==> src/verilog/avr_macros.svh <==
`ifndef AVR_MACROS_SVH
`define AVR_MACROS_SVH

// datapath widths
`define AVR_PC_WIDTH       10
`define AVR_INSTR_WIDTH    16
`define AVR_DATA_WIDTH     8
`define AVR_REG_ADDR_WIDTH 5

// core geometry
`define AVR_STACK_DEPTH    16
`define AVR_STAGE_COUNT    4

// casez patterns, ? marks operand bits
`define AVR_LDI   16'b1110_????_????_????
`define AVR_MOV   16'b0010_11??_????_????
`define AVR_ADD   16'b0000_11??_????_????
`define AVR_SUB   16'b0001_10??_????_????
`define AVR_AND   16'b0010_00??_????_????
`define AVR_EOR   16'b0010_01??_????_????
`define AVR_RJMP  16'b1100_????_????_????
`define AVR_RCALL 16'b1101_????_????_????
`define AVR_RET   16'b1001_0101_0000_1000

`endif

==> src/verilog/avr_pkg.sv <==
`include "avr_macros.svh"

package avr_pkg;

    typedef logic [`AVR_INSTR_WIDTH-1:0]    instr_t;
    typedef logic [`AVR_PC_WIDTH-1:0]       pc_t;
    typedef logic [`AVR_DATA_WIDTH-1:0]     data_t;
    typedef logic [`AVR_REG_ADDR_WIDTH-1:0] reg_addr_t;

    // one instruction walks all four stages
    typedef enum logic [$clog2(`AVR_STAGE_COUNT)-1:0] {
        STAGE_IF,
        STAGE_ID,
        STAGE_EX,
        STAGE_WB
    } stage_e;

    typedef enum logic [2:0] {
        ALU_PASS,
        ALU_ADD,
        ALU_SUB,
        ALU_AND,
        ALU_EOR
    } alu_op_e;

    typedef struct packed {
        logic z;
        logic n;
        logic c;
        logic v;
    } flags_t;

    typedef struct packed {
        alu_op_e   alu_op;
        reg_addr_t rd;
        reg_addr_t rr;
        data_t     immediate;
        logic      use_imm;
        logic      wb_en;
        logic      is_jump;
        logic      is_call;
        logic      is_ret;
        // signed word offset for rjmp and rcall
        logic [11:0] offset;
    } decoded_t;

    typedef struct packed {
        pc_t       pc;
        reg_addr_t rd;
        logic      wb_en;
        data_t     wb_value;
        flags_t    flags;
        pc_t       next_pc;
    } trace_t;

endpackage

==> src/verilog/alu.sv <==
`timescale 1ns/1ps

module alu (
    input  avr_pkg::alu_op_e op,
    input  avr_pkg::data_t   a,
    input  avr_pkg::data_t   b,
    output avr_pkg::data_t   result,
    output avr_pkg::flags_t  flags,
    output logic             carry_valid
);

    // ninth bit holds carry out or borrow
    logic [8:0] wide;

    always_comb
    begin
        wide        = {1'b0, b};
        flags.v     = 1'b0;
        carry_valid = 1'b0;
        case (op)
            avr_pkg::ALU_ADD:
            begin
                wide        = {1'b0, a} + {1'b0, b};
                carry_valid = 1'b1;
                flags.v     = (a[7] & b[7] & ~wide[7]) | (~a[7] & ~b[7] & wide[7]);
            end
            avr_pkg::ALU_SUB:
            begin
                wide        = {1'b0, a} - {1'b0, b};
                carry_valid = 1'b1;
                flags.v     = (a[7] & ~b[7] & ~wide[7]) | (~a[7] & b[7] & wide[7]);
            end
            avr_pkg::ALU_AND:
                wide = {1'b0, a & b};
            avr_pkg::ALU_EOR:
                wide = {1'b0, a ^ b};
            default:
                wide = {1'b0, b};
        endcase
        result  = wide[7:0];
        flags.z = (wide[7:0] == 8'h00);
        flags.n = wide[7];
        // only meaningful when carry_valid is high
        flags.c = wide[8];
    end

endmodule

==> config.mk <==
export PLATFORM = sky130hd
export DESIGN_NAME = alu
export DESIGN_NICKNAME = d
export VERILOG_FILES = /design/src/verilog/avr_pkg.sv /design/src/verilog/alu.sv
export VERILOG_INCLUDE_DIRS = /design/src /design/src/verilog
export SDC_FILE = /design/constraint.sdc
export NUM_CORES = 1
export LEC_CHECK = 0
export BUFFER_PORTS_ARGS = -buffer_cell sky130_fd_sc_hd__buf_2
export CORE_UTILIZATION = 48
export DETAILED_ROUTE_END_ITERATION = 8
export PLACE_DENSITY = 0.72
export SLEW_MARGIN = 5
export SYNTH_ARGS = -nofsm -noshare
export SYNTH_HDL_FRONTEND = slang
export SYNTH_SLANG_ARGS = --single-unit
==> constraint.sdc <==
create_clock -name vclk -period 6.4
set_input_delay 1.28 -clock vclk [all_inputs]
set_output_delay 1.28 -clock vclk [all_outputs]
set_load 0.01 [all_outputs]
==> flow_metrics.py <==
metrics = {
    "power_and_ir_drop": {
        "power.share.switching_pct": 58.4,
        "pwr-share-comb_pct": 100.0,
        "intPower_w": 0.0000546,
        "seqPwrFrac_pct": 0,
        "vdd_ir_drop_max_mv": 0.0558,
        "powerDensity_nw_per_um2": 86.7,
        "p_sw_w": 0.0000768,
        "power_frac_clock_pct": 0,
        "power_leakage_nw": 0.687,
    },
    "timing": {
        "rsz0062_at_grt": "no",
        "hold_viol_final": 0,
        "hold_ws_ns": 2.96,
        "layout_min_cycle_time_ns": 5.00,
        "finalSetupViolCount": 0,
        "final_max_slew_viol_count": 0,
        "fmax_ghz": 0.200,
        "finalWorstSetupSlack_ns": 1.40,
        "worstMarginPinSlew_ns": 0.651,
        "relSlewSlack_pct": 56.5,
        "final.setup.tns_ns": 0,
        "fin_crit_sh_pct": 78.1,
    },
    "drt": {
        "drtIter0Drc": 58,
        "wire_per_inst_um": 14.3,
        "dr.pass1.iters": 4,
        "num_vias": 1525,
        "postRouteAntennaNets": 0,
        "vias_per_cell": 6.10,
        "wirelength_mm": 3.59,
        "drc": 0,
    },
    "setup_path": {
        "critPathRequiredTime_ns": 5.12,
        "worstPathCellList": "buf_2, inv_1, ha_1, inv_1, fa_1, mux4_2, mux2_4, nor4b_2, o221ai_1, nor4_2, buf_2",
        "crit_family": "multiplexers",
        "cp_num_buf_inv": 4,
        "worst-setup-path-type": "in -> out",
        "crit_fanout": 2,
        "arrival_ns": 3.72,
        "worst_path_max_delay_cell": "mux4_2",
        "crit_path_max_incr_delay_ns": 0.45,
        "start_kind": "input pin",
        "critPathLaunch": "a[0]",
        "cp-end-kind": "output port",
    },
    "cells_and_area": {
        "nets": 261,
        "diodes": 0,
        "stdcell_area_um2": 1520,
        "utilization_pct": 54.9,
        "drive_gt1_share_pct": 18.7,
        "nFillCells": 300,
        "n_clock_buffer": 0,
        "seq_cells": 0,
        "area_growth_pct": 8.03,
        "regArea_um2": 0,
    },
    "grt": {
        "grt_max_degree": 27,
        "busiest_layer": "met1",
        "grt_use_met3_pct": 0,
        "antenna_found_initial": 0,
        "grt_pass1_vias": 1235,
        "grt_use_met2_pct": 36.1,
        "grt_overflow": 0,
        "grt_first_pass_wirelength_mm": 5.98,
        "use_met1_pct": 36.5,
        "grt_use_total_pct": 22.8,
    },
    "clock_tree": {
        "cts.repair.resized": 0,
        "ctsHoldBuffers": 0,
        "post_cts_buffers": 0,
    },
    "floorplanning": {
        "core_um2": 2760,
        "die_w_um": 56.1,
        "fp-row-count": 19,
        "initial_core_util_pct": 50.9,
        "dieArea_um2": 3140,
        "die_h_um": 56.1,
        "ios": 32,
    },
    "placed_design": {
        "preCtsSetupSlack_ns": 1.38,
        "io_buffers": 32,
        "gp_congestion": 0.898,
        "dpl.hpwl_mm": 2.78,
        "placed_area_um2": 1520,
    },
    "synthesis": {
        "synth_top_cell_area_share_pct": 16.9,
        "yosys.area.top_type": "ha_1",
        "syn_area_per_cell_um2": 6.91,
        "syn-num-nets": 243,
        "synth_cell_types": 53,
        "synth_area_um2": 1400,
        "yosys_warnings": 0,
        "synth-seq-area-share_pct": 0,
        "synth_cells": 203,
        "synthTopCellsByArea": "ha_1 (17%), o21ai_0 (5.7%), nor2_1 (5.1%)",
        "ys_top_cells_by_count": "ha_1 (19), nor2_1 (19), o21ai_0 (16), inv_1 (15), a21oi_1 (12)",
    },
    "outcome": {
        "outcome": "finished clean",
    },
    "worst_hold_path": {
        "hold_class": "in -> out",
        "hold_path_startpoint": "b[4]",
    },
    "job": {
        "cap_violations": 0,
    },
}
layer usage:
layer  vias to the layer above  part of all wire (%)
met1                       677                    46
met3                         0                   9.3
met2                        62                    45
li1                        786                     -
met5                         -                     0
met4                         0                     0
placed cells by master, fill, tap and decap left out, types with 3 or more instances in the layout:
master / netlist / layout
ha_1: 19 / 19
a21oi_1: 12 / 12
a21o_1: 3 / 3
nand3_1: 4 / 4
nand2_1: 11 / 11
o211ai_1: 6 / 6
inv_1: 15 / 15
o22ai_1: 4 / 4
o31ai_1: 4 / 4
nor2b_1: 10 / 10
nor4b_1: 3 / 3
o221ai_1: 3 / 3
buf_2: 6 / 32
nand2b_1: 3 / 3
o21ai_0: 16 / 16
nor2_1: 19 / 19
a211oi_1: 7 / 7
mux2i_1: 4 / 4
nor3_1: 5 / 5
power groups by stage:
stage / clock, W / sequential (W) / combinational [W]
floorplan: 0 / 0 / 0.0000987
global placement: 0 / 0 / 0.000129
detailed placement: 0 / 0 / 0.000130
CTS: 0 / 0 / 0.000130
global route: 0 / 0 / 0.000146
finish: 0 / 0 / 0.000131
area by class of cell:
cell class         count  area, µm²  area share [%]
repair buffers        32        160            10.6
inverters             15       56.3            3.72
multi-input cells    172       1260            83.2
well taps             31       38.8            2.56
stage by stage:
step	std cells	total power (W)
2_1_floorplan	203	0.0000987
3_3_place_gp	250	0.000129
3_5_place_dp	250	0.000130
4_1_cts	250	0.000130
5_1_grt	250	0.000146
6_report	250	0.000131
tightest hold or removal path, cell delays in order:
cell and delay [ns]:
buf_2 0.11, o31ai_1 0.09, nor2_1 0.08, buf_2 0.13
cells by family (layout without fill, tap and decap cells):
logic type      Yosys count  after routing  share of synthesized area (%)
fa+ha+maj                21             21                           19.8
simple gates             71             71                           28.3
mux                       7              7                           6.33
buf+inv                  31             47                           10.2
xor+xnor                  3              3                           1.87
compound gates           70             70                           33.5
path summary, 6_finish.rpt:
kind                        end  cells past startpoint
worst max-delay path   flags[3]                     11
worst min-delay path  result[4]                      4
Note: power is estimated with default switching activity, not from simulation.
