==> src/verilog/avr_macros.svh <==
`ifndef AVR_MACROS_SVH
`define AVR_MACROS_SVH

// datapath widths
`define AVR_PC_WIDTH       10
`define AVR_INSTR_WIDTH    16
`define AVR_DATA_WIDTH     8
`define AVR_REG_ADDR_WIDTH 5

// core geometry
`define AVR_STACK_DEPTH    16
`define AVR_STAGE_COUNT    4

// casez patterns, ? marks operand bits
`define AVR_LDI   16'b1110_????_????_????
`define AVR_MOV   16'b0010_11??_????_????
`define AVR_ADD   16'b0000_11??_????_????
`define AVR_SUB   16'b0001_10??_????_????
`define AVR_AND   16'b0010_00??_????_????
`define AVR_EOR   16'b0010_01??_????_????
`define AVR_RJMP  16'b1100_????_????_????
`define AVR_RCALL 16'b1101_????_????_????
`define AVR_RET   16'b1001_0101_0000_1000

`endif

==> src/verilog/avr_pkg.sv <==
`include "avr_macros.svh"

package avr_pkg;

    typedef logic [`AVR_INSTR_WIDTH-1:0]    instr_t;
    typedef logic [`AVR_PC_WIDTH-1:0]       pc_t;
    typedef logic [`AVR_DATA_WIDTH-1:0]     data_t;
    typedef logic [`AVR_REG_ADDR_WIDTH-1:0] reg_addr_t;

    // one instruction walks all four stages
    typedef enum logic [$clog2(`AVR_STAGE_COUNT)-1:0] {
        STAGE_IF,
        STAGE_ID,
        STAGE_EX,
        STAGE_WB
    } stage_e;

    typedef enum logic [2:0] {
        ALU_PASS,
        ALU_ADD,
        ALU_SUB,
        ALU_AND,
        ALU_EOR
    } alu_op_e;

    typedef struct packed {
        logic z;
        logic n;
        logic c;
        logic v;
    } flags_t;

    typedef struct packed {
        alu_op_e   alu_op;
        reg_addr_t rd;
        reg_addr_t rr;
        data_t     immediate;
        logic      use_imm;
        logic      wb_en;
        logic      is_jump;
        logic      is_call;
        logic      is_ret;
        // signed word offset for rjmp and rcall
        logic [11:0] offset;
    } decoded_t;

    typedef struct packed {
        pc_t       pc;
        reg_addr_t rd;
        logic      wb_en;
        data_t     wb_value;
        flags_t    flags;
        pc_t       next_pc;
    } trace_t;

endpackage

==> src/verilog/control_unit.sv <==
`timescale 1ns/1ps
`include "avr_macros.svh"

module control_unit (
    input  logic               clk,
    input  logic               rst_n,
    input  logic               run,
    output avr_pkg::pc_t       fetch_addr,
    input  avr_pkg::instr_t    instr,
    output avr_pkg::reg_addr_t rd_addr,
    output avr_pkg::reg_addr_t rr_addr,
    input  avr_pkg::data_t     rd_data,
    input  avr_pkg::data_t     rr_data,
    output logic               wr_en,
    output avr_pkg::reg_addr_t wr_addr,
    output avr_pkg::data_t     wr_data,
    output avr_pkg::alu_op_e   alu_op,
    output avr_pkg::data_t     alu_a,
    output avr_pkg::data_t     alu_b,
    input  avr_pkg::data_t     alu_result,
    input  avr_pkg::flags_t    alu_flags,
    input  logic               alu_carry_valid,
    output logic               push,
    output logic               pop,
    output avr_pkg::pc_t       push_data,
    input  avr_pkg::pc_t       top_data,
    output logic               retire_valid,
    output avr_pkg::trace_t    retire_trace
);

    avr_pkg::stage_e   stage;
    avr_pkg::pc_t      pc;
    avr_pkg::flags_t   status;
    avr_pkg::decoded_t dec;

    // results held from EX until commit in WB
    avr_pkg::data_t    ex_result;
    avr_pkg::flags_t   ex_flags;
    avr_pkg::pc_t      ex_next_pc;

    avr_pkg::flags_t   new_flags;
    avr_pkg::pc_t      pc_plus_one;
    avr_pkg::pc_t      jump_target;
    avr_pkg::pc_t      next_pc;

    function automatic avr_pkg::decoded_t decode(input avr_pkg::instr_t ins);
        avr_pkg::decoded_t d;
        d           = '0;
        d.alu_op    = avr_pkg::ALU_PASS;
        d.rd        = ins[8:4];
        d.rr        = {ins[9], ins[3:0]};
        d.immediate = {ins[11:8], ins[3:0]};
        d.offset    = ins[11:0];
        casez (ins)
            `AVR_LDI:
            begin
                // ldi only reaches the upper sixteen registers
                d.rd      = {1'b1, ins[7:4]};
                d.use_imm = 1'b1;
                d.wb_en   = 1'b1;
            end
            `AVR_MOV:
                d.wb_en = 1'b1;
            `AVR_ADD:
            begin
                d.alu_op = avr_pkg::ALU_ADD;
                d.wb_en  = 1'b1;
            end
            `AVR_SUB:
            begin
                d.alu_op = avr_pkg::ALU_SUB;
                d.wb_en  = 1'b1;
            end
            `AVR_AND:
            begin
                d.alu_op = avr_pkg::ALU_AND;
                d.wb_en  = 1'b1;
            end
            `AVR_EOR:
            begin
                d.alu_op = avr_pkg::ALU_EOR;
                d.wb_en  = 1'b1;
            end
            `AVR_RJMP:
                d.is_jump = 1'b1;
            `AVR_RCALL:
                d.is_call = 1'b1;
            `AVR_RET:
                d.is_ret = 1'b1;
            default:
                d.wb_en = 1'b0;
        endcase
        return d;
    endfunction

    assign fetch_addr = pc;

    // operands read in EX from the latched decode
    assign rd_addr = dec.rd;
    assign rr_addr = dec.rr;
    assign alu_op  = dec.alu_op;
    assign alu_a   = rd_data;
    assign alu_b   = dec.use_imm ? dec.immediate : rr_data;

    assign pc_plus_one = pc + 1'b1;
    assign jump_target = pc_plus_one + dec.offset[`AVR_PC_WIDTH-1:0];

    always_comb
    begin
        if (dec.is_ret)
            next_pc = top_data;
        else if (dec.is_jump || dec.is_call)
            next_pc = jump_target;
        else
            next_pc = pc_plus_one;
    end

    // pass ops leave flags alone, logic ops keep the old carry
    always_comb
    begin
        new_flags = status;
        if (dec.alu_op != avr_pkg::ALU_PASS)
        begin
            new_flags.z = alu_flags.z;
            new_flags.n = alu_flags.n;
            new_flags.v = alu_flags.v;
            if (alu_carry_valid)
                new_flags.c = alu_flags.c;
        end
    end

    assign push      = (stage == avr_pkg::STAGE_EX) && dec.is_call;
    assign pop       = (stage == avr_pkg::STAGE_EX) && dec.is_ret;
    assign push_data = pc_plus_one;

    assign wr_en   = (stage == avr_pkg::STAGE_WB) && dec.wb_en;
    assign wr_addr = dec.rd;
    assign wr_data = ex_result;

    always_ff @(posedge clk)
    begin
        if (!rst_n)
        begin
            stage  <= avr_pkg::STAGE_IF;
            pc     <= '0;
            status <= '0;
        end
        else
        begin
            case (stage)
                avr_pkg::STAGE_IF:
                    if (run)
                        stage <= avr_pkg::STAGE_ID;
                avr_pkg::STAGE_ID:
                    stage <= avr_pkg::STAGE_EX;
                avr_pkg::STAGE_EX:
                    stage <= avr_pkg::STAGE_WB;
                default:
                begin
                    stage  <= avr_pkg::STAGE_IF;
                    pc     <= ex_next_pc;
                    status <= ex_flags;
                end
            endcase
        end
    end

    always_ff @(posedge clk)
    begin
        if (stage == avr_pkg::STAGE_ID)
            dec <= decode(instr);
        if (stage == avr_pkg::STAGE_EX)
        begin
            ex_result  <= alu_result;
            ex_flags   <= new_flags;
            ex_next_pc <= next_pc;
        end
    end

    // trace is live for the single WB cycle
    assign retire_valid = (stage == avr_pkg::STAGE_WB);

    always_comb
    begin
        retire_trace.pc       = pc;
        retire_trace.rd       = dec.rd;
        retire_trace.wb_en    = dec.wb_en;
        retire_trace.wb_value = ex_result;
        retire_trace.flags    = ex_flags;
        retire_trace.next_pc  = ex_next_pc;
    end

endmodule

==> config.mk <==
export PLATFORM = sky130hd
export DESIGN_NAME = control_unit
export DESIGN_NICKNAME = d
export VERILOG_FILES = /design/src/verilog/avr_pkg.sv /design/src/verilog/control_unit.sv
export VERILOG_INCLUDE_DIRS = /design/src /design/src/verilog
export SDC_FILE = /design/constraint.sdc
export NUM_CORES = 1
export LEC_CHECK = 0
export ABC_AREA = 1
export BUFFER_PORTS_ARGS = -buffer_cell sky130_fd_sc_hd__buf_2
export CAP_MARGIN = 30
export CORE_UTILIZATION = 47
export CTS_CLUSTER_SIZE = 28
export DETAILED_ROUTE_END_ITERATION = 12
export PLACE_DENSITY = 0.81
export SYNTH_ARGS = -nofsm -noshare
export SYNTH_HDL_FRONTEND = slang
export SYNTH_SLANG_ARGS = --single-unit
==> constraint.sdc <==
create_clock -name clk -period 2.5 [get_ports clk]
set_clock_uncertainty 0.05 [all_clocks]
set_input_delay 0.625 -clock clk [delete_from_list [all_inputs] [get_ports clk]]
set_output_delay 0.625 -clock clk [all_outputs]
set_load 0.03 [all_outputs]
==> metrics <==
status=complete, no violations; Netlist cell types=33; Tmin final=between 2000 and 2500 ps; 1st-iter DRT viols=a little under 200; clk slew on worst S/H paths=80 ps; ANT nets after route=0; Final Non-Filler Cells=600; sum of negative setup slack=0 ps; drt total wl=8380 um; f_max=0.432 GHz; Cell Pwr Density=a little over 1000 nW/um^2; final setup violation count=0; vias in the first global route=between 2k and 3k; clk sinks=59; Worst Setup End Kind=flip-flop; dpl cells=a little under 600; M1 GR Usage=26.9%; Filler Cells Inserted=563; clk buf depth=2; CTS tree=built; row count=30; Skew-Pair Late Insertion Delay=around 340 ps; max-cap viol count=0; crit path DAT=2360 ps; slew margin rel.=a little over half; Syn Inst Count=slightly below 400; DP Wirelength=roughly 6300 um; number of iterations in the first detailed-routing pass=4; core area=6940 sq um; DR vias/cell=between 5 and 6; Critical Path Source Type=flip-flop; CP max FO=7; die area=roughly 7700 sq um; GP Congestion=roughly 1.0; clk root buf=clkbuf_8; Seq cells post-synth=between 50 and 60; first-pass GRT wire length=around 12000 um; most frequent cells in the layout=buf_2 (145), nand2_1 (59), inv_1 (46); met2 usage=about a third; synthesized area per cell=about 8.8 sq um; most common cell after layout, fill and taps aside=buf_2; Post-CTS Hold Buffers=0; DR vias=3028; # diodes=0; largest net degree at the start of global routing=26; Starting Density=between 40% and 50%; synthesized cell area=about 3400 sq um; VDD IR max=0.000428 V; Die Y=87.6 um; initial antenna violation count=0; area grow syn2layout=26.0%; # port buffers=around 150; Hold Path Class=input port to flip-flop; Pins Over Slew Limit=0; Final #Nets=around 570; global route overflow=0; post-synthesis net count=approximately 460; yosys warns=0; kind of critical path=flip-flop to flip-flop; # DRC=0; Tcrit/Tclk final=92.6%; wire per inst=14.0 um; Top Usage Layer GRT=met2; Die Width=87.6 um; grt met3 use=4.05%; Tot Pwr=approximately 4.5 mW; register area share after synthesis=about 47%; worst path required time=2540 ps; number of buffers created by CTS=9; final hold violations=0; num ports=162; Worst-Margin Slew=701 ps; layout cells sized above 1=a little over two fifths; Static Leakage=between 2 and 2.5 nW; hold_ws=between 400 and 500 ps; GRT Util Overall=a little over a fifth; Clock H-tree levels=3
per-layer routing:
metal  up-vias  part of all wire (%)
li1       1467                     -
met1      1392                    44
met2       153                    48
met3        16                   6.1
met4         0                   1.8
met5         -                     0
cell families after synthesis:
group	count (synthesis)	synth area share, %
AND/OR/NAND/NOR	132	16.6
buffers and inverters	107	17.1
AO/OA/AOI/OAI	65	10.2
flip-flops	59	46.8
adder cells (fa/ha/maj)	16	6.03
multiplexers	7	2.29
XOR/XNOR	4	1.02
report_power, final:
part	internal [mW]	switching, mW	total (mW)	leakage, nW
registers	1.36	0.185	1.55	0.537
logic	0.625	1.40	2.03	1.44
clock network	0.467	0.412	0.878	0.0962
total	2.45	2.00	4.45	2.07
final timing paths:
| check | from | slack, ps | depth (start not counted) | endpoint |
|---|---|---|---|---|
| max | fetch_addr[0] | 180 | 15 | ex_next_pc[7] |
| max reg2reg | fetch_addr[0] | 180 | 15 | ex_next_pc[7] |
| min | alu_result[6] | 410 | 1 | wr_data[6] |
| min reg2reg | status[0] | 410 | 2 | status[0] |
sequential cells by signal, summed over array words and instances, names as in the netlist:
name	cells
ex_next_pc	10
fetch_addr	10
dec	9
wr_data	8
retire_trace	5
rd_addr	4
rr_addr	4
status	4
alu_op	3
stage	2
what timing repair did:
item / CTS / global route
endpoints found under the setup margin: 1 / 7
buffers inserted: 0 / 6
pin swaps: 0 / 6
endpoints found under the hold margin: 0 / 0
resized for setup: 1 / 24
critical path, cell delays in order, from the launching register on:
cell	delay, ps
dfxtp_4	380
buf_6	130
clkinvlp_4	150
nor2_2	130
xor2_1	180
inv_2	90
ha_4	300
nand2_1	60
inv_1	70
nand2_1	50
nand2_1	120
nand3_1	110
nand2_1	70
nand2_1	40
nand3_1	80
a21oi_2	70
Yosys cell counts (all sizes together):
cell type / number / area [sq um]
a21oi: 27 / 139
xnor2: 1 / 8.76
o21ai: 28 / 144
clkinv: 1 / 3.75
a211oi: 1 / 7.51
xor2: 3 / 26.3
or3: 1 / 6.26
o21bai: 2 / 15.0
nor3: 4 / 20.0
inv: 49 / 184
buf: 50 / 375
a31oi: 5 / 31.3
nor4: 3 / 18.8
clkbuf: 7 / 26.3
o41ai: 1 / 8.76
o31ai: 1 / 7.51
nand4: 4 / 25.0
mux2: 7 / 78.8
ha: 15 / 188
nand3b: 2 / 15.0
nand2: 64 / 243
nor2: 34 / 135
nand3: 18 / 95.1
fa: 1 / 20.0
edfxtp: 43 / 1290
or2: 2 / 12.5
dfxtp: 16 / 320
stage by stage:
step	cell area (sq um)	setup WS, ps	utilization, %
after global routing	4340	-47.7	62.5
final	4340	185	62.5
after global placement	3980	104	57.3
after floorplan	3500	12.1	-
after detailed placement	3980	-21.9	57.3
after CTS	4190	19.5	60.3
final cells by class:
cell class / count / area [sq um] / area share [%]
clock buffer: 9 / 124 / 2.85
timing repair buffer: 155 / 805 / 18.5
inverter: 50 / 191 / 4.41
clock inverter: 7 / 76.3 / 1.76
multi-input combinational: 224 / 1390 / 32.0
tap: 96 / 120 / 2.77
sequential: 59 / 1630 / 37.6
(Power assumes the default switching activity.)
