==> config.mk <==
export PLATFORM = sky130hd
export DESIGN_NAME = return_stack
export DESIGN_NICKNAME = d
export VERILOG_FILES = /design/src/verilog/avr_pkg.sv /design/src/verilog/return_stack.sv
export VERILOG_INCLUDE_DIRS = /design/src /design/src/verilog
export SDC_FILE = /design/constraint.sdc
export NUM_CORES = 1
export LEC_CHECK = 0
export BUFFER_PORTS_ARGS = -buffer_cell sky130_fd_sc_hd__buf_2
export CAP_MARGIN = 25
export CORE_MARGIN = 5
export CORE_UTILIZATION = 30
export DETAILED_ROUTE_END_ITERATION = 12
export HOLD_SLACK_MARGIN = 0.06
export PLACE_DENSITY = 0.55
export SYNTH_ARGS = -nofsm -noshare
export SYNTH_HDL_FRONTEND = slang
export SYNTH_SLANG_ARGS = --single-unit
==> constraint.sdc <==
create_clock -name clk -period 2.3 [get_ports clk]
set_clock_uncertainty 0.1 [all_clocks]
set_input_delay 0.23 -clock clk [delete_from_list [all_inputs] [get_ports clk]]
set_output_delay 0.23 -clock clk [all_outputs]
set_load 0.02 [all_outputs]
==> src/verilog/avr_macros.svh <==
`ifndef AVR_MACROS_SVH
`define AVR_MACROS_SVH

// datapath widths
`define AVR_PC_WIDTH       10
`define AVR_INSTR_WIDTH    16
`define AVR_DATA_WIDTH     8
`define AVR_REG_ADDR_WIDTH 5

// core geometry
`define AVR_STACK_DEPTH    16
`define AVR_STAGE_COUNT    4

// casez patterns, ? marks operand bits
`define AVR_LDI   16'b1110_????_????_????
`define AVR_MOV   16'b0010_11??_????_????
`define AVR_ADD   16'b0000_11??_????_????
`define AVR_SUB   16'b0001_10??_????_????
`define AVR_AND   16'b0010_00??_????_????
`define AVR_EOR   16'b0010_01??_????_????
`define AVR_RJMP  16'b1100_????_????_????
`define AVR_RCALL 16'b1101_????_????_????
`define AVR_RET   16'b1001_0101_0000_1000

`endif

==> src/verilog/avr_pkg.sv <==
`include "avr_macros.svh"

package avr_pkg;

    typedef logic [`AVR_INSTR_WIDTH-1:0]    instr_t;
    typedef logic [`AVR_PC_WIDTH-1:0]       pc_t;
    typedef logic [`AVR_DATA_WIDTH-1:0]     data_t;
    typedef logic [`AVR_REG_ADDR_WIDTH-1:0] reg_addr_t;

    // one instruction walks all four stages
    typedef enum logic [$clog2(`AVR_STAGE_COUNT)-1:0] {
        STAGE_IF,
        STAGE_ID,
        STAGE_EX,
        STAGE_WB
    } stage_e;

    typedef enum logic [2:0] {
        ALU_PASS,
        ALU_ADD,
        ALU_SUB,
        ALU_AND,
        ALU_EOR
    } alu_op_e;

    typedef struct packed {
        logic z;
        logic n;
        logic c;
        logic v;
    } flags_t;

    typedef struct packed {
        alu_op_e   alu_op;
        reg_addr_t rd;
        reg_addr_t rr;
        data_t     immediate;
        logic      use_imm;
        logic      wb_en;
        logic      is_jump;
        logic      is_call;
        logic      is_ret;
        // signed word offset for rjmp and rcall
        logic [11:0] offset;
    } decoded_t;

    typedef struct packed {
        pc_t       pc;
        reg_addr_t rd;
        logic      wb_en;
        data_t     wb_value;
        flags_t    flags;
        pc_t       next_pc;
    } trace_t;

endpackage

==> src/verilog/return_stack.sv <==
`timescale 1ns/1ps
`include "avr_macros.svh"

module return_stack (
    input  logic         clk,
    input  logic         rst_n,
    input  logic         push,
    input  logic         pop,
    input  avr_pkg::pc_t push_data,
    output avr_pkg::pc_t top_data,
    output logic         empty
);

    localparam int DEPTH = `AVR_STACK_DEPTH;
    localparam int IDX_W = $clog2(DEPTH);

    avr_pkg::pc_t stack [DEPTH];

    // entry count, one wider than the index
    logic [IDX_W:0] ptr;
    logic [IDX_W:0] top_idx;
    logic           full;

    assign top_idx  = ptr - 1'b1;
    assign empty    = (ptr == '0);
    assign full     = (ptr == (IDX_W + 1)'(DEPTH));
    assign top_data = empty ? '0 : stack[top_idx[IDX_W-1:0]];

    always_ff @(posedge clk)
    begin
        if (push && !full)
            stack[ptr[IDX_W-1:0]] <= push_data;
    end

    always_ff @(posedge clk)
    begin
        if (!rst_n)
            ptr <= '0;
        else if (push && !full)
            ptr <= ptr + 1'b1;
        else if (pop && !empty)
            ptr <= ptr - 1'b1;
    end

endmodule
==> out/qor.csv, run 1 <==
metric;value;unit
status;complete, but fails checks;
violated checks;negative setup slack;
Worst-Skew Late Latency;0.42;ns
nets@finish;416;
cts bufs inserted;17;
Vias per Instance;4.86;
syn_nets;337;
largest net degree at the start of global routing;17;
Worst Setup End Kind;primary output;
post-route cell area;0.00849;mm^2
Setup crit start kind;flip-flop;
critical path arrival;2.24;ns
gpl congestion;0.769;
num ports;25;
Fin. Hold Viols;0;
DRT iter0 DRCs;206;
detailed placer's ending HPWL;9.46;mm
Cells after Synth;318;
Post-DP Area;0.00743;mm^2
final design utilization;0.392;
Max stage delay cell, worst path;mux4_2;
critical path data required time;1.97;ns
Worst Slack Setup Final;-0.274;ns
WP buf/inv;4;
final period utilization;1.12;
first-pass GRT wire length;22.6;mm
crit-path leading delay family;multiplexers;
cell taking the most area after synthesis;edfxtp_1;
initial antenna violation count;1;
Routed Antenna Nets;0;
drt drc;0;
power per cell area;1600;mW/mm^2
Routed WL;14.9;mm
slew at the pin closest to its max-slew limit;0.535;ns
leak pwr;2.79;nW
yosys warns;0;
Finished Layout Cells;690;
FP Rows;54;
width of the die;158;um
Final Hold Slack;0.0907;ns
MaxCap Viol Count;0;
CTS tree;yes;
RSZ-0062 raised after global routing;true;
top post-synthesis cells by area;edfxtp_1 73%, mux4_2 14%, mux2i_1 3.2%;
register area share after synthesis;0.745;
Max Root-Sink Buffers;2;
die area;0.0250;mm^2
Setup CP Type;flip-flop to primary output;
htree depth;4;
Hold Crit Class;primary input to flip-flop;
Pre-Repair DR Iteration Count;5;
Worst path max stage delay;0.51;ns
Port Buffers;24;
Clock Sinks;165;
share of layout cells above drive strength 1;0.441;
Pins Over Slew Limit;0;
Vias;3352;
Final min period;2.57;ns
Yosys cell types;36;
tightest slew margin relative to the limit;0.643;
max layer used;met5;
Clock transition at path regs;0.06;ns
DRT met1 WL;6.16;mm
vias in the first global route;3507;
post-synth top area share;0.730;
Worst path most repeated cell;buf_6;
crit-path max FO;7;
synthesized area;0.00658;mm^2
Max Clk Rate;388;MHz
total grt overflow;0;
metal3 WL;620;um
starting density of the core;0.304;
Max IR drop VDD;632;uV
worst slack, placed;-0.0280;ns
gr usage total;0.127;
setup violators final;10;
Detail Route met2 WL;7.91;mm
routed len/inst;21.7;um
placed cell count;645;
Die Height;158;um
mean post-synth cell area;20.7;um^2
Root Buffer;clkbuf_16;
ANT cells;0;
core area;0.0217;mm^2
area grow syn2layout;29.0;%
crit-path cells;buf_6 > buf_16 > mux4_2 > mux2i_1 > buf_4 > o22ai_2 > buf_6;
#FFs+latches synth;165;
area by class of cell:
cell class / count / area (um^2)
clock buffer: 19 / 433
clock inverter: 13 / 156
fill: 1905 / 13200
inverter: 5 / 22.5
multi-input combinational: 133 / 1810
sequential: 165 / 4910
tap: 280 / 350
timing repair buffer: 75 / 808
worst reg2reg max path: stages (launching register included):
cell	delay, ns
dfxtp_1	0.65
nand4bb_1	0.29
and2_1	0.21
and3_1	0.35
buf_12	0.18
placed cells by master, fill, tap and decap left out, types with 2 or more instances in the layout:
master,count
mux4_2,40
nand2_1,9
o22ai_2,10
buf_6,12
clkbuf_1,2
mux2i_1,5
dfxtp_2,2
buf_16,5
ha_1,4
nor3_1,2
buf_12,8
inv_1,2
clkinv_2,4
buf_2,16
a211oi_1,3
clkinv_1,2
mux2i_4,6
bufinv_16,3
clkinvlp_4,2
nand2b_1,3
and2_1,2
dlygate4sd3_1,2
dfxtp_1,2
mux2i_2,10
clkbuf_16,19
and3_1,4
nor2_1,13
edfxtp_1,160
buf_4,30
metrics by stage:
stage	setup TNS [ns]	power, W
final	-2.36	0.0136
after detailed placement	-0.0358	0.00902
after global routing	-3.13	0.0142
after global placement	-0.0541	0.00902
after floorplan	0	0.00717
after CTS	-2.75	0.0135
repair_timing:
action	CTS	global route
endpoints found under the setup margin	10	10
resized for setup	49	12
endpoints found under the hold margin	7	0
setup buffers	6	0
hold buffers	2	0
pin swaps	5	5
gates cloned	5	2
final timing paths:
check / from / endpoint / slack (ns) / cells after the start
hold reg to reg: ptr[2] / ptr[2] / 0.44 / 2
hold / removal: push_data[3] / stack[12][3] / 0.09 / 1
setup reg to reg: ptr[3] / stack[3][4] / 0.23 / 4
setup / recovery: ptr[0] / top_data[3] / -0.27 / 7
flip-flops by register name (all words and copies together) (netlist names):
register	cells
stack	160
ptr	5
Yosys cell counts:
library cell and count:
buf_6 1, and2_1 3, nand2b_1 3, a2111oi_0 1
clkbuf_1 5, inv_1 4, a211oi_2 1, buf_4 2
edfxtp_1 160, mux2i_1 21, dfxtp_1 5, nand4bb_1 1
a211oi_1 3, nor4b_1 1, or3b_1 1, nand2_1 10
and3_1 4, clkinv_2 1, nor3b_1 1, o22ai_1 10
o21ai_0 1, a21oi_1 1, nor3_1 3, buf_2 7
and4_1 1, nor2_1 13, a22oi_1 1, xor2_1 1
mux4_2 40, ha_1 5, o31a_1 1, xnor2_1 2
nor2b_1 1, or4b_4 1, o311a_1 1, a31oi_1 1
per-layer routing:
layer | up-vias | GRT usage
met1 | 1773 | 0.157
met2 | 75 | 0.216
li1 | 1480 | -
met3 | 22 | 0.0380
met4 | 2 | 0.0394
met5 | - | 0
power breakdown:
part           internal (W)  switching (W)
sequential          0.00360       0.000132
clock               0.00170        0.00113
combinational       0.00361        0.00339
total               0.00891        0.00465
cells by family after synthesis:
| group | after synthesis | synth area share |
|---|---|---|
| adders and majority gates | 5 | 0.00950 |
| buffers and inverters | 20 | 0.0152 |
| DFF | 165 | 0.745 |
| xor gates and xnor gates | 3 | 0.00399 |
| and+or+nand+nor | 43 | 0.0348 |
| muxes | 61 | 0.169 |
| AOI/OAI and AO/OA | 21 | 0.0226 |
No activity file was read; power rests on OpenSTA's default activity.
==> run 2: changes to the inputs <==
--- a/config.mk
+++ b/config.mk
@@ -8,11 +8,13 @@
 export LEC_CHECK = 0
 export BUFFER_PORTS_ARGS = -buffer_cell sky130_fd_sc_hd__buf_2
 export CAP_MARGIN = 25
+export CELL_PAD_IN_SITES_DETAIL_PLACEMENT = 1
+export CELL_PAD_IN_SITES_GLOBAL_PLACEMENT = 1
 export CORE_MARGIN = 5
 export CORE_UTILIZATION = 30
 export DETAILED_ROUTE_END_ITERATION = 12
 export HOLD_SLACK_MARGIN = 0.06
-export PLACE_DENSITY = 0.55
+export PLACE_DENSITY = 0.6
 export SYNTH_ARGS = -nofsm -noshare
 export SYNTH_HDL_FRONTEND = slang
 export SYNTH_SLANG_ARGS = --single-unit
==> run 2 against run 1 <==
  * The flow still finishes with violations (negative setup slack)
  * Die area unchanged
  * Global-route usage rose by 1.0 points
  * Non-clock buffer count stayed put
  * Sequential power about the same
  * Via count increased by 0.78%
  * Flip-flop and latch count did not move
  * Largest cell class unchanged
==> out/qor.csv, run 2 (synthesis results as in run 1) <==
metric;value;unit;change
die area;0.0250;mm^2;unchanged
tightest slew margin relative to the limit;0.737;;+0.0942
num ports;25;;unchanged
placed cell count;646;;+0.16%
drt drc;0;;unchanged
total grt overflow;0;;unchanged
Final Hold Slack;0.0848;ns;-0.00596 ns
Reg2Reg Depth;7;;+3
Max IR drop VDD;737;uV;+17%
final design utilization;0.386;;-0.00588
Worst Slack Setup Final;-0.221;ns;+0.0528 ns
setup violators final;10;;unchanged
htree depth;4;;unchanged
Reg2Reg Setup Slack;0.25;ns;+0.02 ns
Pins Over Slew Limit;0;;unchanged
power per cell area;1580;mW/mm^2;-1.3%
post-route cell area;0.00836;mm^2;-1.5%
Setup CP Type;flip-flop to primary output;;
Setup crit start kind;flip-flop;;
Pre-Repair DR Iteration Count;4;;-1
critical path depth;8;;+1
routed len/inst;23.1;um;+6.9%
slew at the pin closest to its max-slew limit;0.384;ns;-0.151 ns
Max stage delay cell, worst path;dfxtp_4;;
MaxCap Viol Count;0;;unchanged
max reg flops;160;;unchanged
worst r2r dst;stack[9][5];;
Post-DP Area;0.00742;mm^2;about the same
FP Rows;54;;unchanged
CTS tree;yes;;
Port Buffers;24;;unchanged
starting density of the core;0.304;;unchanged
RSZ-0062 raised after global routing;true;;
share of layout cells above drive strength 1;0.446;;+0.00488
critical path arrival;2.19;ns;-0.05 ns
WP buf/inv;4;;unchanged
ANT cells;0;;unchanged
cts bufs inserted;17;;unchanged
Finished Layout Cells;690;;unchanged
gpl congestion;0.768;;-0.20%
final period utilization;1.10;;-0.0229
Clock Sinks;165;;unchanged
Psw;0.00459;W;-1.2%
sequential share of power;0.282;;+0.007
largest net degree at the start of global routing;19;;+2
Worst Hold Path EP;stack[2][7];;
critical path data required time;1.97;ns;about the same
worst hold stages;1;;unchanged
commonest cells after routing, fill and taps aside;160 x edfxtp_1, 40 x mux4_2, 33 x buf_4;;
detailed placer's ending HPWL;9.96;mm;+5.2%
Worst path max stage delay;0.38;ns;-0.13 ns
Routed Antenna Nets;0;;unchanged
status;complete, but fails checks;;
Die Height;158;um;unchanged
nets@finish;416;;unchanged
Vias;3378;;+0.78%
most common cell after layout, fill and taps aside;edfxtp_1;;
Worst-Skew Late Latency;0.42;ns;about the same
Worst Setup End Kind;primary output;;
Final min period;2.52;ns;-0.0528 ns
Sw Share;0.348;;+0.00554
worst slack, placed;-0.0313;ns;-0.00330 ns
HP Start;push_data[7];;
crit-path cells;inv_4 > ha_4 > buf_12 > buf_6 > mux4_2 > mux2i_2 > o22ai_2 > buf_6;;
part of the power in the clock network;0.212;;+0.003
Max Clk Rate;397;MHz;+2.1%
crit-path max FO;5;;-2
Max Root-Sink Buffers;2;;unchanged
area grow syn2layout;27.1;%;
leak pwr;2.77;nW;-1.0%
Fin. Hold Viols;0;;unchanged
gr usage total;0.137;;+0.0101
Root Buffer;clkbuf_16;;
crit-path leading delay family;multiplexers;;
Vias per Instance;4.90;;+0.78%
Gate power share;0.506;;-0.010
initial antenna violation count;0;;-1
width of the die;158;um;unchanged
Hold Crit Class;primary input to flip-flop;;
Reg-to-Reg Start;ptr[0];;
Worst path most repeated cell;buf_6;;
Routed WL;16.0;mm;+6.9%
violated checks;negative setup slack;;
vias in the first global route;3774;;+7.6%
core area;0.0217;mm^2;unchanged
first-pass GRT wire length;24.5;mm;+8.1%
internal power;0.00859;W;-3.6%
DRT iter0 DRCs;255;;+24%
Clock transition at path regs;0.07;ns;about the same
run 2: power by group through the flow:
stage               sequential (W)  combinational [W]  clock [W]
floorplan                  0.00371            0.00346          0
global placement           0.00375            0.00540          0
detailed placement         0.00376            0.00542          0
CTS                        0.00371            0.00667    0.00287
global route               0.00374            0.00705    0.00300
finish                     0.00371            0.00667    0.00280
run 2: cell type report:
| type | instances | area, um^2 |
|---|---|---|
| clock buffers | 20 | 437 |
| clock inverters | 12 | 144 |
| fillers | 2088 | 13300 |
| inverters | 5 | 22.5 |
| multi-input cells | 133 | 1760 |
| flip-flops and latches | 165 | 4910 |
| well taps | 280 | 350 |
| repair buffers | 75 | 738 |
run 2: metal layers:
layer / vias up / part of all wire / wire (um) / global-route usage
li1: 1485 / - / - / -
met1: 1800 / 0.44 / 7020 / 0.176
met2: 74 / 0.52 / 8300 / 0.236
met3: 19 / 0.025 / 397 / 0.0210
met4: 0 / 0.016 / 258 / 0.0500
met5: - / 0 / 0 / 0
run 2: worst max-delay path by stage:
stage,startpoint,to
global route,ptr[0],top_data[3]
finish,ptr[0],top_data[3]
CTS,ptr[0],top_data[4]
floorplan,ptr[0],top_data[9]
detailed placement,ptr[0],top_data[6]
global placement,ptr[0],top_data[6]
run 2: timing repair:
| item | CTS | global route |
|---|---|---|
| setup endpoints to repair | 10 | 10 |
| gates cloned | 3 | 1 |
| setup buffers | 9 | 1 |
| pin swaps | 5 | 6 |
| gates resized for setup | 45 | 16 |
| hold endpoints to repair | 5 | 0 |
| hold buffers | 1 | 0 |
run 2: metrics by stage:
step	total power, W	setup TNS, ns
after floorplan	0.00717	0
after global placement	0.00914	-0.0191
after detailed placement	0.00919	-0.0313
after CTS	0.0132	-2.43
after global routing	0.0138	-2.68
final	0.0132	-1.83
