## config.mk

```make
export PLATFORM = sky130hd
export DESIGN_NAME = register_file
export DESIGN_NICKNAME = d
export VERILOG_FILES = /design/src/verilog/avr_pkg.sv /design/src/verilog/register_file.sv
export VERILOG_INCLUDE_DIRS = /design/src /design/src/verilog
export SDC_FILE = /design/constraint.sdc
export NUM_CORES = 1
export LEC_CHECK = 0
export ABC_AREA = 1
export BUFFER_PORTS_ARGS = -buffer_cell sky130_fd_sc_hd__buf_4
export CORE_ASPECT_RATIO = 1.1
export CORE_MARGIN = 2
export CORE_UTILIZATION = 40
export CTS_CLUSTER_DIAMETER = 150
export DETAILED_ROUTE_END_ITERATION = 10
export GPL_ROUTABILITY_DRIVEN = 1
export HOLD_SLACK_MARGIN = 0.1
export PLACE_DENSITY = 0.57
export SLEW_MARGIN = 20
export SYNTH_ARGS = -nofsm -noshare
export SYNTH_HDL_FRONTEND = slang
export SYNTH_SLANG_ARGS = --single-unit
```

## constraint.sdc

```tcl
create_clock -name clk -period 2.5 [get_ports clk]
set_clock_uncertainty 0.15 [all_clocks]
set_input_delay 0.5 -clock clk [delete_from_list [all_inputs] [get_ports clk]]
set_output_delay 0.5 -clock clk [all_outputs]
set_load 0.01 [all_outputs]
```

## src/verilog/avr_macros.svh

```systemverilog
`ifndef AVR_MACROS_SVH
`define AVR_MACROS_SVH

// datapath widths
`define AVR_PC_WIDTH       10
`define AVR_INSTR_WIDTH    16
`define AVR_DATA_WIDTH     8
`define AVR_REG_ADDR_WIDTH 5

// core geometry
`define AVR_STACK_DEPTH    16
`define AVR_STAGE_COUNT    4

// casez patterns, ? marks operand bits
`define AVR_LDI   16'b1110_????_????_????
`define AVR_MOV   16'b0010_11??_????_????
`define AVR_ADD   16'b0000_11??_????_????
`define AVR_SUB   16'b0001_10??_????_????
`define AVR_AND   16'b0010_00??_????_????
`define AVR_EOR   16'b0010_01??_????_????
`define AVR_RJMP  16'b1100_????_????_????
`define AVR_RCALL 16'b1101_????_????_????
`define AVR_RET   16'b1001_0101_0000_1000

`endif

```

## src/verilog/avr_pkg.sv

```systemverilog
`include "avr_macros.svh"

package avr_pkg;

    typedef logic [`AVR_INSTR_WIDTH-1:0]    instr_t;
    typedef logic [`AVR_PC_WIDTH-1:0]       pc_t;
    typedef logic [`AVR_DATA_WIDTH-1:0]     data_t;
    typedef logic [`AVR_REG_ADDR_WIDTH-1:0] reg_addr_t;

    // one instruction walks all four stages
    typedef enum logic [$clog2(`AVR_STAGE_COUNT)-1:0] {
        STAGE_IF,
        STAGE_ID,
        STAGE_EX,
        STAGE_WB
    } stage_e;

    typedef enum logic [2:0] {
        ALU_PASS,
        ALU_ADD,
        ALU_SUB,
        ALU_AND,
        ALU_EOR
    } alu_op_e;

    typedef struct packed {
        logic z;
        logic n;
        logic c;
        logic v;
    } flags_t;

    typedef struct packed {
        alu_op_e   alu_op;
        reg_addr_t rd;
        reg_addr_t rr;
        data_t     immediate;
        logic      use_imm;
        logic      wb_en;
        logic      is_jump;
        logic      is_call;
        logic      is_ret;
        // signed word offset for rjmp and rcall
        logic [11:0] offset;
    } decoded_t;

    typedef struct packed {
        pc_t       pc;
        reg_addr_t rd;
        logic      wb_en;
        data_t     wb_value;
        flags_t    flags;
        pc_t       next_pc;
    } trace_t;

endpackage

```

## src/verilog/register_file.sv

```systemverilog
`timescale 1ns/1ps
`include "avr_macros.svh"

module register_file (
    input  logic               clk,
    input  logic               rst_n,
    input  avr_pkg::reg_addr_t rd_addr,
    input  avr_pkg::reg_addr_t rr_addr,
    output avr_pkg::data_t     rd_data,
    output avr_pkg::data_t     rr_data,
    input  logic               wr_en,
    input  avr_pkg::reg_addr_t wr_addr,
    input  avr_pkg::data_t     wr_data
);

    localparam int NUM_REGS = 1 << `AVR_REG_ADDR_WIDTH;

    avr_pkg::data_t regs [NUM_REGS];

    // combinational read ports
    assign rd_data = regs[rd_addr];
    assign rr_data = regs[rr_addr];

    always_ff @(posedge clk)
    begin
        if (!rst_n)
        begin
            for (int i = 0; i < NUM_REGS; i++)
                regs[i] <= '0;
        end
        else if (wr_en)
        begin
            regs[wr_addr] <= wr_data;
        end
    end

endmodule

```

==> results of run 1 <==
-- cells by family after synthesis --
logic type | count (synthesis) | share of synthesized area, %
simple gates | 1437 | 41.9
flops | 256 | 53.5
buf+inv | 155 | 4.58
-- cells in the final DEF (no fill, tap or decap), types with 8 or more instances in the layout --
cell type,count
sky130_fd_sc_hd__nand3_2,77
sky130_fd_sc_hd__nor3_1,8
sky130_fd_sc_hd__buf_12,30
sky130_fd_sc_hd__nand2_2,98
sky130_fd_sc_hd__nand2_1,682
sky130_fd_sc_hd__clkbuf_16,38
sky130_fd_sc_hd__edfxtp_1,256
sky130_fd_sc_hd__nand3_1,306
sky130_fd_sc_hd__buf_4,78
sky130_fd_sc_hd__inv_1,19
sky130_fd_sc_hd__nor2_1,256
sky130_fd_sc_hd__buf_6,13
-- through the flow --
| step | cell area [sq um] | std cells | worst slack [ns] |
|---|---|---|---|
| 2_1_floorplan | 14400 | 1848 | 0.404 |
| 4_1_cts | 16800 | 2374 | -0.00645 |
| 3_3_place_gp | 15700 | 2321 | -0.0257 |
| 3_5_place_dp | 15700 | 2321 | -0.0419 |
| 6_report | 17600 | 2385 | 0.0194 |
| 5_1_grt | 17600 | 2385 | -0.0334 |
-- worst paths after layout --
check	start	slack [ns]	endpoint
hold / removal	wr_data[6]	0.32	regs[0][6]
setup / recovery	regs[31][2]	0.02	rr_data[2]
-- power by group through the flow --
stage               clock, uW  combinational, uW  sequential (uW)
floorplan                   0                908             5130
global placement            0               1540             5220
detailed placement          0               1550             5220
CTS                      4260               1580             5130
global route             4410               1940             5150
finish                   4240               1810             5140
-- worst max-delay path, delay by kind of cell, from the launching register on --
kind	cells	cell delay (ns)
flops	1	0.42
simple gates	8	0.72
buf+inv	1	0.13
-- layer usage --
| metal | routed length (um) | global-route usage, % | share of wire, % |
|---|---|---|---|
| met5 | 0 | 0 | 0 |
| met4 | 2310 | 10.2 | 4.3 |
| met3 | 5280 | 4.30 | 9.8 |
| met2 | 24900 | 44.3 | 46 |
| met1 | 21400 | 37.8 | 40 |
-- layout make-up --
type	count	area [sq um]
Sequential cell	256	7690
Tap cell	481	602
Clock buffer	31	712
Timing Repair Buffer	136	1700
Clock inverter	21	220
Fill cell	3354	17700
Multi-Input combinational cell	1437	6620
Inverter	23	114
-- what timing repair did --
item	CTS	global route
pin swaps	9	95
cloned	0	10
buffers inserted	1	1
setup endpoints to repair	16	16
resized for setup	27	157
==> results list, run 1 <==
- Outcome: completed
* Cell seen most often among critical-path stages: sky130_fd_sc_hd__nand2_1
- Setup repair after global routing could not meet its margin everywhere.
- After clock tree synthesis, the clock-pin slew on the worst setup and hold paths is 0.06 ns.
* P_int: 7970 uW
- In the routed layout, each cell is associated on average with a via count of about 5.7.
- For this run, the post-layout net count is approximately 1,900.
- The Yosys step of the flow raised 0 warnings.
- The number of antenna diodes in the final layout is 0.
* Critical Path, Cell by Cell: nand2_1 > nand3_1 > nand3_1 > nand2_1 > nand2_1 > nand2_2 > nand2_1 > nand2_1 > buf_4
- CTS built an H-tree with a depth of 1.
* Fraction of registers with async set or reset after synthesis: 0%
* Switching power share of the total: 28.8%
- Largest net degree at the start of global routing: 56
- Area contributors post-synth: sky130_fd_sc_hd__edfxtp_1 (54%), sky130_fd_sc_hd__nand2_1 (20%), sky130_fd_sc_hd__nand3_1 (13%)
- sky130_fd_sc_hd__edfxtp_1 takes more of the synthesized area than any other cell.
* Worst vdd ir: between 0.5 and 0.6 mV
* Leakage dissipation: 0.00746 uW
- Clk buf depth: 3
* Chip Width: 185 um
- Final hold slack: 0.318 ns
- Summed over all layers, the global routing overflow is 0.
- Area growth from synthesis to layout: 22.9%
* All-layer global routing usage: 27.6%
- Buffers inserted during clock tree synthesis total 28.
- Final hold violations: 0
* Area enclosed by the die boundary: ~0.037 sq mm
- The first global-routing pass estimated roughly 77,000 um of wire.
* Slowest library cell on the worst path: sky130_fd_sc_hd__edfxtp_1
* Cts-stage hold buffer count: 0
- Wire per inst: 22.6 um
* Ratio of cells with drive above 1 in the final layout: between 10% and 20%
- Number of antenna violations at the first check in global routing: 0
- Final setup fails: 0
* Number of register bits inferred by synthesis: around 260
- The average instance in the mapped netlist occupies 7.77 sq um.
- For this block, the via count after detailed routing is 13,600.
- In this run the core area contains 72 standard-cell rows.
* Part of the total power dissipated in sequential elements: a little under half
* Clock network power share: 37.9%
* Startpoint type of the worst setup path: register
- Prevailing post-synth register cell: sky130_fd_sc_hd__edfxtp_1
- Cells fill 50.0% of the core in the end.
- For the finished layout, the period the worst path requires is 2.48 ns.
* Die extent in y: 203 um
- Most frequently used cell type in the post-synthesis netlist: sky130_fd_sc_hd__nand2_1
- Number of port buffers: 41
- STA puts the critical path data arrival time at 1.83 ns.
- The min-delay analysis places its worst path in the category input port to register.
- Yosys cell types: 13
- P per Cell Area: 634 mW/mm^2
- 42 I/O pins were placed.
- Detailed placement HPWL: 33,800 um
* Sum of routed wire length over all layers: 53,800 um
- Kind of end point of the critical path: primary output
* DRC marker count from the first detailed-route iteration: 1,704
- After technology mapping, the gate count stands at 1,848.
* Register bank with the most flops: regs
* Maximum fanout along the worst path: 2
- Cell types with the highest counts after synthesis: sky130_fd_sc_hd__nand2_1 (753), sky130_fd_sc_hd__nand3_1 (384), sky130_fd_sc_hd__edfxtp_1 (256), sky130_fd_sc_hd__nor2_1 (256), sky130_fd_sc_hd__buf_2 (58)
- Fraction of synthesized cell area taken by the top area cell type: 53.5%
* Number of enable flip-flop cells after synthesis: 256
- Worst-Margin Slew: 0.624 ns
- After synthesis the cells add up to around 0.014 sq mm.
- Effective utilization at floorplan: around two fifths
- Summed over all failing endpoints, the final setup total negative slack is 0 ns.
- Net Sw Power: between 3000 and 4000 uW
- By startpoint and endpoint, the worst setup path is classified as register to primary output.
- Max-slew violation total from the final report: 0
- TritonCTS clock tree: built
* Hold-critical path depth: 4
- In this design, the stage delay of the slowest critical-path cell is 0.42 ns.
* Drt pass-1 iters: 6
- The congestion estimate from routability-driven global placement came to approximately 0.93.
- Of the synthesized area, sequential elements account for 53.5%.
* Fraction of the cycle the final worst path needs: 99.2%
- For the worst setup path, the data required time is 1.85 ns.
- Max reg flops: 256
- The floorplan step defined a core boundary enclosing roughly 0.035 sq mm.
- The number of global-route vias before repair came to 12,400.
* CTS sink count: about 260
- Syn_nets: 1,874
* MaxCap Viol Count: 0
- Fraction of power consumed by combinational cells: between 10% and 20%
- The cell sitting at the root of the clock tree is a sky130_fd_sc_hd__clkbuf_16.
* Rel. slew slack: 58.4%
- In the final layout, the registers with the most flip-flops are regs (256).
* Post-route DRC: 0
- In this run the remaining antenna-violating nets after routing total 0.
- Timing would allow up to 403 MHz.
* Power after layout: 11,200 uW
Power figures use the tool's default switching activity.
==> run 2: changes to the inputs <==
--- a/config.mk
+++ b/config.mk
@@ -15,7 +15,7 @@
 export DETAILED_ROUTE_END_ITERATION = 10
 export GPL_ROUTABILITY_DRIVEN = 1
 export HOLD_SLACK_MARGIN = 0.1
-export PLACE_DENSITY = 0.57
+export PLACE_DENSITY = 0.67
 export SLEW_MARGIN = 20
 export SYNTH_ARGS = -nofsm -noshare
 export SYNTH_HDL_FRONTEND = slang
==> results list, run 2 (synthesis results as in run 1) <==
* Outcome: completed (unchanged)
- Worst vdd ir: 0.601 mV (was 0.515 mV)
* Area of the core region: 0.0353 sq mm (unchanged)
- Peak per-stage delay on the critical path: 0.25 ns (was 0.42 ns)
* P per Cell Area: 629 mW/mm^2 (was 634 mW/mm^2)
- Antenna diode instance count: 0 (unchanged)
- The number of buffers added by the clock tree synthesis step was 28 (unchanged).
- The required time at the endpoint of the critical path came to 1.85 ns (about the same).
- The area added between synthesis and finish came to 21.8% (was 22.9%).
* Worst min-delay path class: input port to register (unchanged)
* Total overflow reported by the global router: 0 (unchanged)
- Most common cell after layout, fill and taps aside: sky130_fd_sc_hd__nand2_1 (unchanged)
* Hold-critical path depth: 4 (unchanged)
- Met1 wire length: 20,400 um (was 21,400 um)
* DRC marker count from the first detailed-route iteration: 2,190 (was 1,704)
- Wire length of the first global-routing pass: 75,900 um (was 76,900 um)
* Critical Path, Cell by Cell: buf_4 > inv_2 > buf_12 > nand3_1 > nand3_1 > nand2_1 > nand2_1 > nand2_2 > nand2_2 > nand2_2 > buf_4 (was nand2_1 > nand3_1 > nand3_1 > nand2_1 > nand2_1 > nand2_2 > nand2_1 > nand2_1 > buf_4)
- The hold slack was 0.472 ns (was 0.318 ns).
* Time the final worst path needs with I/O delays and setup: 2.50 ns (was 2.48 ns)
* Ratio of cells with drive above 1 in the final layout: 17.2% (was 19.5%)
- Setup CP Type: input port to primary output (was register to primary output)
- The final period utilization is 99.9% (was 99.2%).
* P_int: 7980 uW (was 7970 uW)
- The met3 routed wirelength came to 5740 um (was 5280 um).
- The first-pass detailed-route iteration total came to 8 (was 6).
- The HPWL after detailed placement came to 32,900 um (was 33,800 um).
- Part of the total power dissipated in sequential elements: 46.6% (was 45.9%)
- Setup repair after global routing missed its margin: yes (unchanged)
- Effective utilization at floorplan: 40.7% (unchanged)
* Highest metal layer used by the detailed router: met4 (unchanged)
* Rel. slew slack: 57.2% (was 58.4%)
- TritonCTS clock tree: built (unchanged)
* Chip Width: 185 um (unchanged)
- Slowest library cell on the worst path: sky130_fd_sc_hd__buf_12 (was sky130_fd_sc_hd__edfxtp_1)
- The final-report hold violation count was 0 (unchanged).
* Number of top-level pins: 42 (unchanged)
- Antenna-violating nets left: 0 (unchanged)
- Most used cells in the layout excluding fill and tap cells: sky130_fd_sc_hd__nand2_1 (698), sky130_fd_sc_hd__nand3_1 (325), sky130_fd_sc_hd__nor2_1 (256), sky130_fd_sc_hd__edfxtp_1 (256), sky130_fd_sc_hd__buf_4 (87) (was sky130_fd_sc_hd__nand2_1 (682), sky130_fd_sc_hd__nand3_1 (306), sky130_fd_sc_hd__nor2_1 (256), sky130_fd_sc_hd__edfxtp_1 (256), sky130_fd_sc_hd__nand2_2 (98)).
- The number of global-route vias before repair is 12,400 (about the same).
- Startpoint type of the worst setup path: input port (was register)
* Die extent in y: 203 um (unchanged)
- The number of vias after detailed routing came to 13,800 (was 13,600).
* Final weighted congestion in routability-driven placement: 0.936 (was 0.930)
* Hold Startpoint: wr_data[4] (was wr_data[6])
- The root buffer cell is sky130_fd_sc_hd__clkbuf_16 (unchanged).
* All-layer global routing usage: 27.2% (was 27.6%)
- The switching share of power is 27.5% (was 28.8%).
* Fraction of power consumed by combinational cells: 16.3% (was 16.2%)
- Largest net degree at the start of global routing: 52 (was 56)
- The total count of max-transition violations in the final report was 0 (unchanged).
* Worst-case hold path end point: regs[7][4] (was regs[0][6])
* Register bank with the most flops: regs (unchanged)
- MaxCap Viol Count: 0 (unchanged)
- The arrival time of data at the critical path endpoint came to 1.85 ns (was 1.83 ns).
- The post-route core utilization came to 49.5% (was 50.0%).
* Number of antenna violations at the first check in global routing: 0 (unchanged)
- The final routed DRC violation total is 0 (unchanged).
* Cell seen most often among critical-path stages: sky130_fd_sc_hd__nand2_2 (was sky130_fd_sc_hd__nand2_1)
* Leakage dissipation: 0.00743 uW (was 0.00746 uW)
* Standard-cell rows: 72 (unchanged)
- The type of destination of the critical path is a primary output (unchanged).
- Worst setup startpoint: rr_addr[1] (was regs[31][2])
- Worst-Margin Slew: 0.642 ns (was 0.624 ns)
* Clock network power share: 37.2% (was 37.9%)
- The final routed wire length divided by cell count was 22.2 um (was 22.6 um).
- Met2 wire length: 23,900 um (was 24,900 um)
* CTS sink count: 256 (unchanged)
- The CTS clock-pin slew for the worst setup and hold paths is 0.06 ns (about the same).
- Post-layout net count: 1,910 (was 1,908)
- Sum of routed wire length over all layers: 53,000 um (was 53,800 um)
* Max reg flops: 256 (unchanged)
* Area enclosed by the die boundary: 0.0374 sq mm (unchanged)
* Net Sw Power: 3030 uW (was 3220 uW)
- Biggest regs: regs (256) (unchanged).
* Max Freq: 400 MHz (was 403 MHz)
- The count of buffers from port buffering is 41 (unchanged).
- Clk buf depth: 3 (unchanged)
* Clock H-tree levels: 1 (unchanged)
* Layout filler cell count: 3,384 (was 3,354)
* Final setup fails: 0 (unchanged)
- Maximum fanout along the worst path: 41 (was 2)
* Vias per std cell: 5.77 (was 5.71)
- The sum of negative setup slack is 0 ns (unchanged).
- The count of hold-fix buffers inserted at cts was 0 (unchanged).
[run 2: changes by cell type in the layout (fill, tap and decap cells not counted), moves of 3 or more]
cell | before | now
sky130_fd_sc_hd__buf_16 | 3 | 9
sky130_fd_sc_hd__clkinvlp_4 | 5 | 1
sky130_fd_sc_hd__nand2_1 | 682 | 698
sky130_fd_sc_hd__nand3_2 | 77 | 59
sky130_fd_sc_hd__buf_4 | 78 | 87
sky130_fd_sc_hd__nand3_1 | 306 | 325
sky130_fd_sc_hd__nand2_4 | 5 | 1
sky130_fd_sc_hd__clkinv_4 | 4 | 0
sky130_fd_sc_hd__buf_6 | 13 | 4
sky130_fd_sc_hd__clkinv_1 | 2 | 6
sky130_fd_sc_hd__clkbuf_1 | 3 | 6
sky130_fd_sc_hd__nand2_2 | 98 | 86
sky130_fd_sc_hd__buf_12 | 30 | 25
[run 2: area by class of cell]
cell class | instances | area, sq um | share of cell area, %
sequential | 256 | 7690 | 43.9
multi-input combinational | 1437 | 6450 | 36.9
timing repair buffer | 137 | 1750 | 10.0
clock buffer | 35 | 748 | 4.28
tap | 481 | 602 | 3.44
clock inverter | 13 | 135 | 0.772
inverter | 23 | 111 | 0.636
timing repair inverter | 1 | 8.76 | 0.0501
[run 2: power by group through the flow]
stage / registers (uW) / clock network [uW] / logic, uW
3_3_place_gp: 5200 / 0 / 1500
3_5_place_dp: 5210 / 0 / 1510
2_1_floorplan: 5130 / 0 / 908
6_report: 5130 / 4090 / 1790
4_1_cts: 5120 / 4120 / 1590
5_1_grt: 5140 / 4270 / 1910
[run 2: repair_timing]
item,CTS,global route
resized for setup,37,114
gates cloned,6,10
setup endpoints to repair,16,16
setup buffers,2,5
pin swaps,4,60
[run 2: critical path: cells and delay by family]
kind	cells	cell delay, ns
buf+inv	4	0.64
simple gates	7	0.65
[run 2: layer usage]
layer | track usage [%] | vias up
met5 | 0 | -
met4 | 13.6 | 0
met3 | 4.38 | 166
met2 | 42.5 | 904
met1 | 36.9 | 6507
li1 | - | 6174
[run 2: worst max path at each step]
stage | endpoint | slack (ns) | depth (start not counted)
6_report | rr_data[2] | 0.002 | 11
5_1_grt | rr_data[1] | -0.05 | 9
4_1_cts | rd_data[4] | 0.0002 | 9
3_5_place_dp | rr_data[7] | -0.14 | 10
3_3_place_gp | rr_data[2] | -0.13 | 12
2_1_floorplan | regs[24][0] | 0.40 | 5
[run 2: metrics by stage]
step / instance area [sq um] / std cells / worst slack, ns / total power, uW
after global routing: 17500 / 2383 / -0.0478 / 11300
final: 17500 / 2383 / 0.00169 / 11000
after global placement: 15600 / 2312 / -0.131 / 6710
after detailed placement: 15600 / 2312 / -0.135 / 6720
after CTS: 16800 / 2368 / 0.000249 / 10800
after floorplan: 14400 / 1848 / 0.404 / 6030
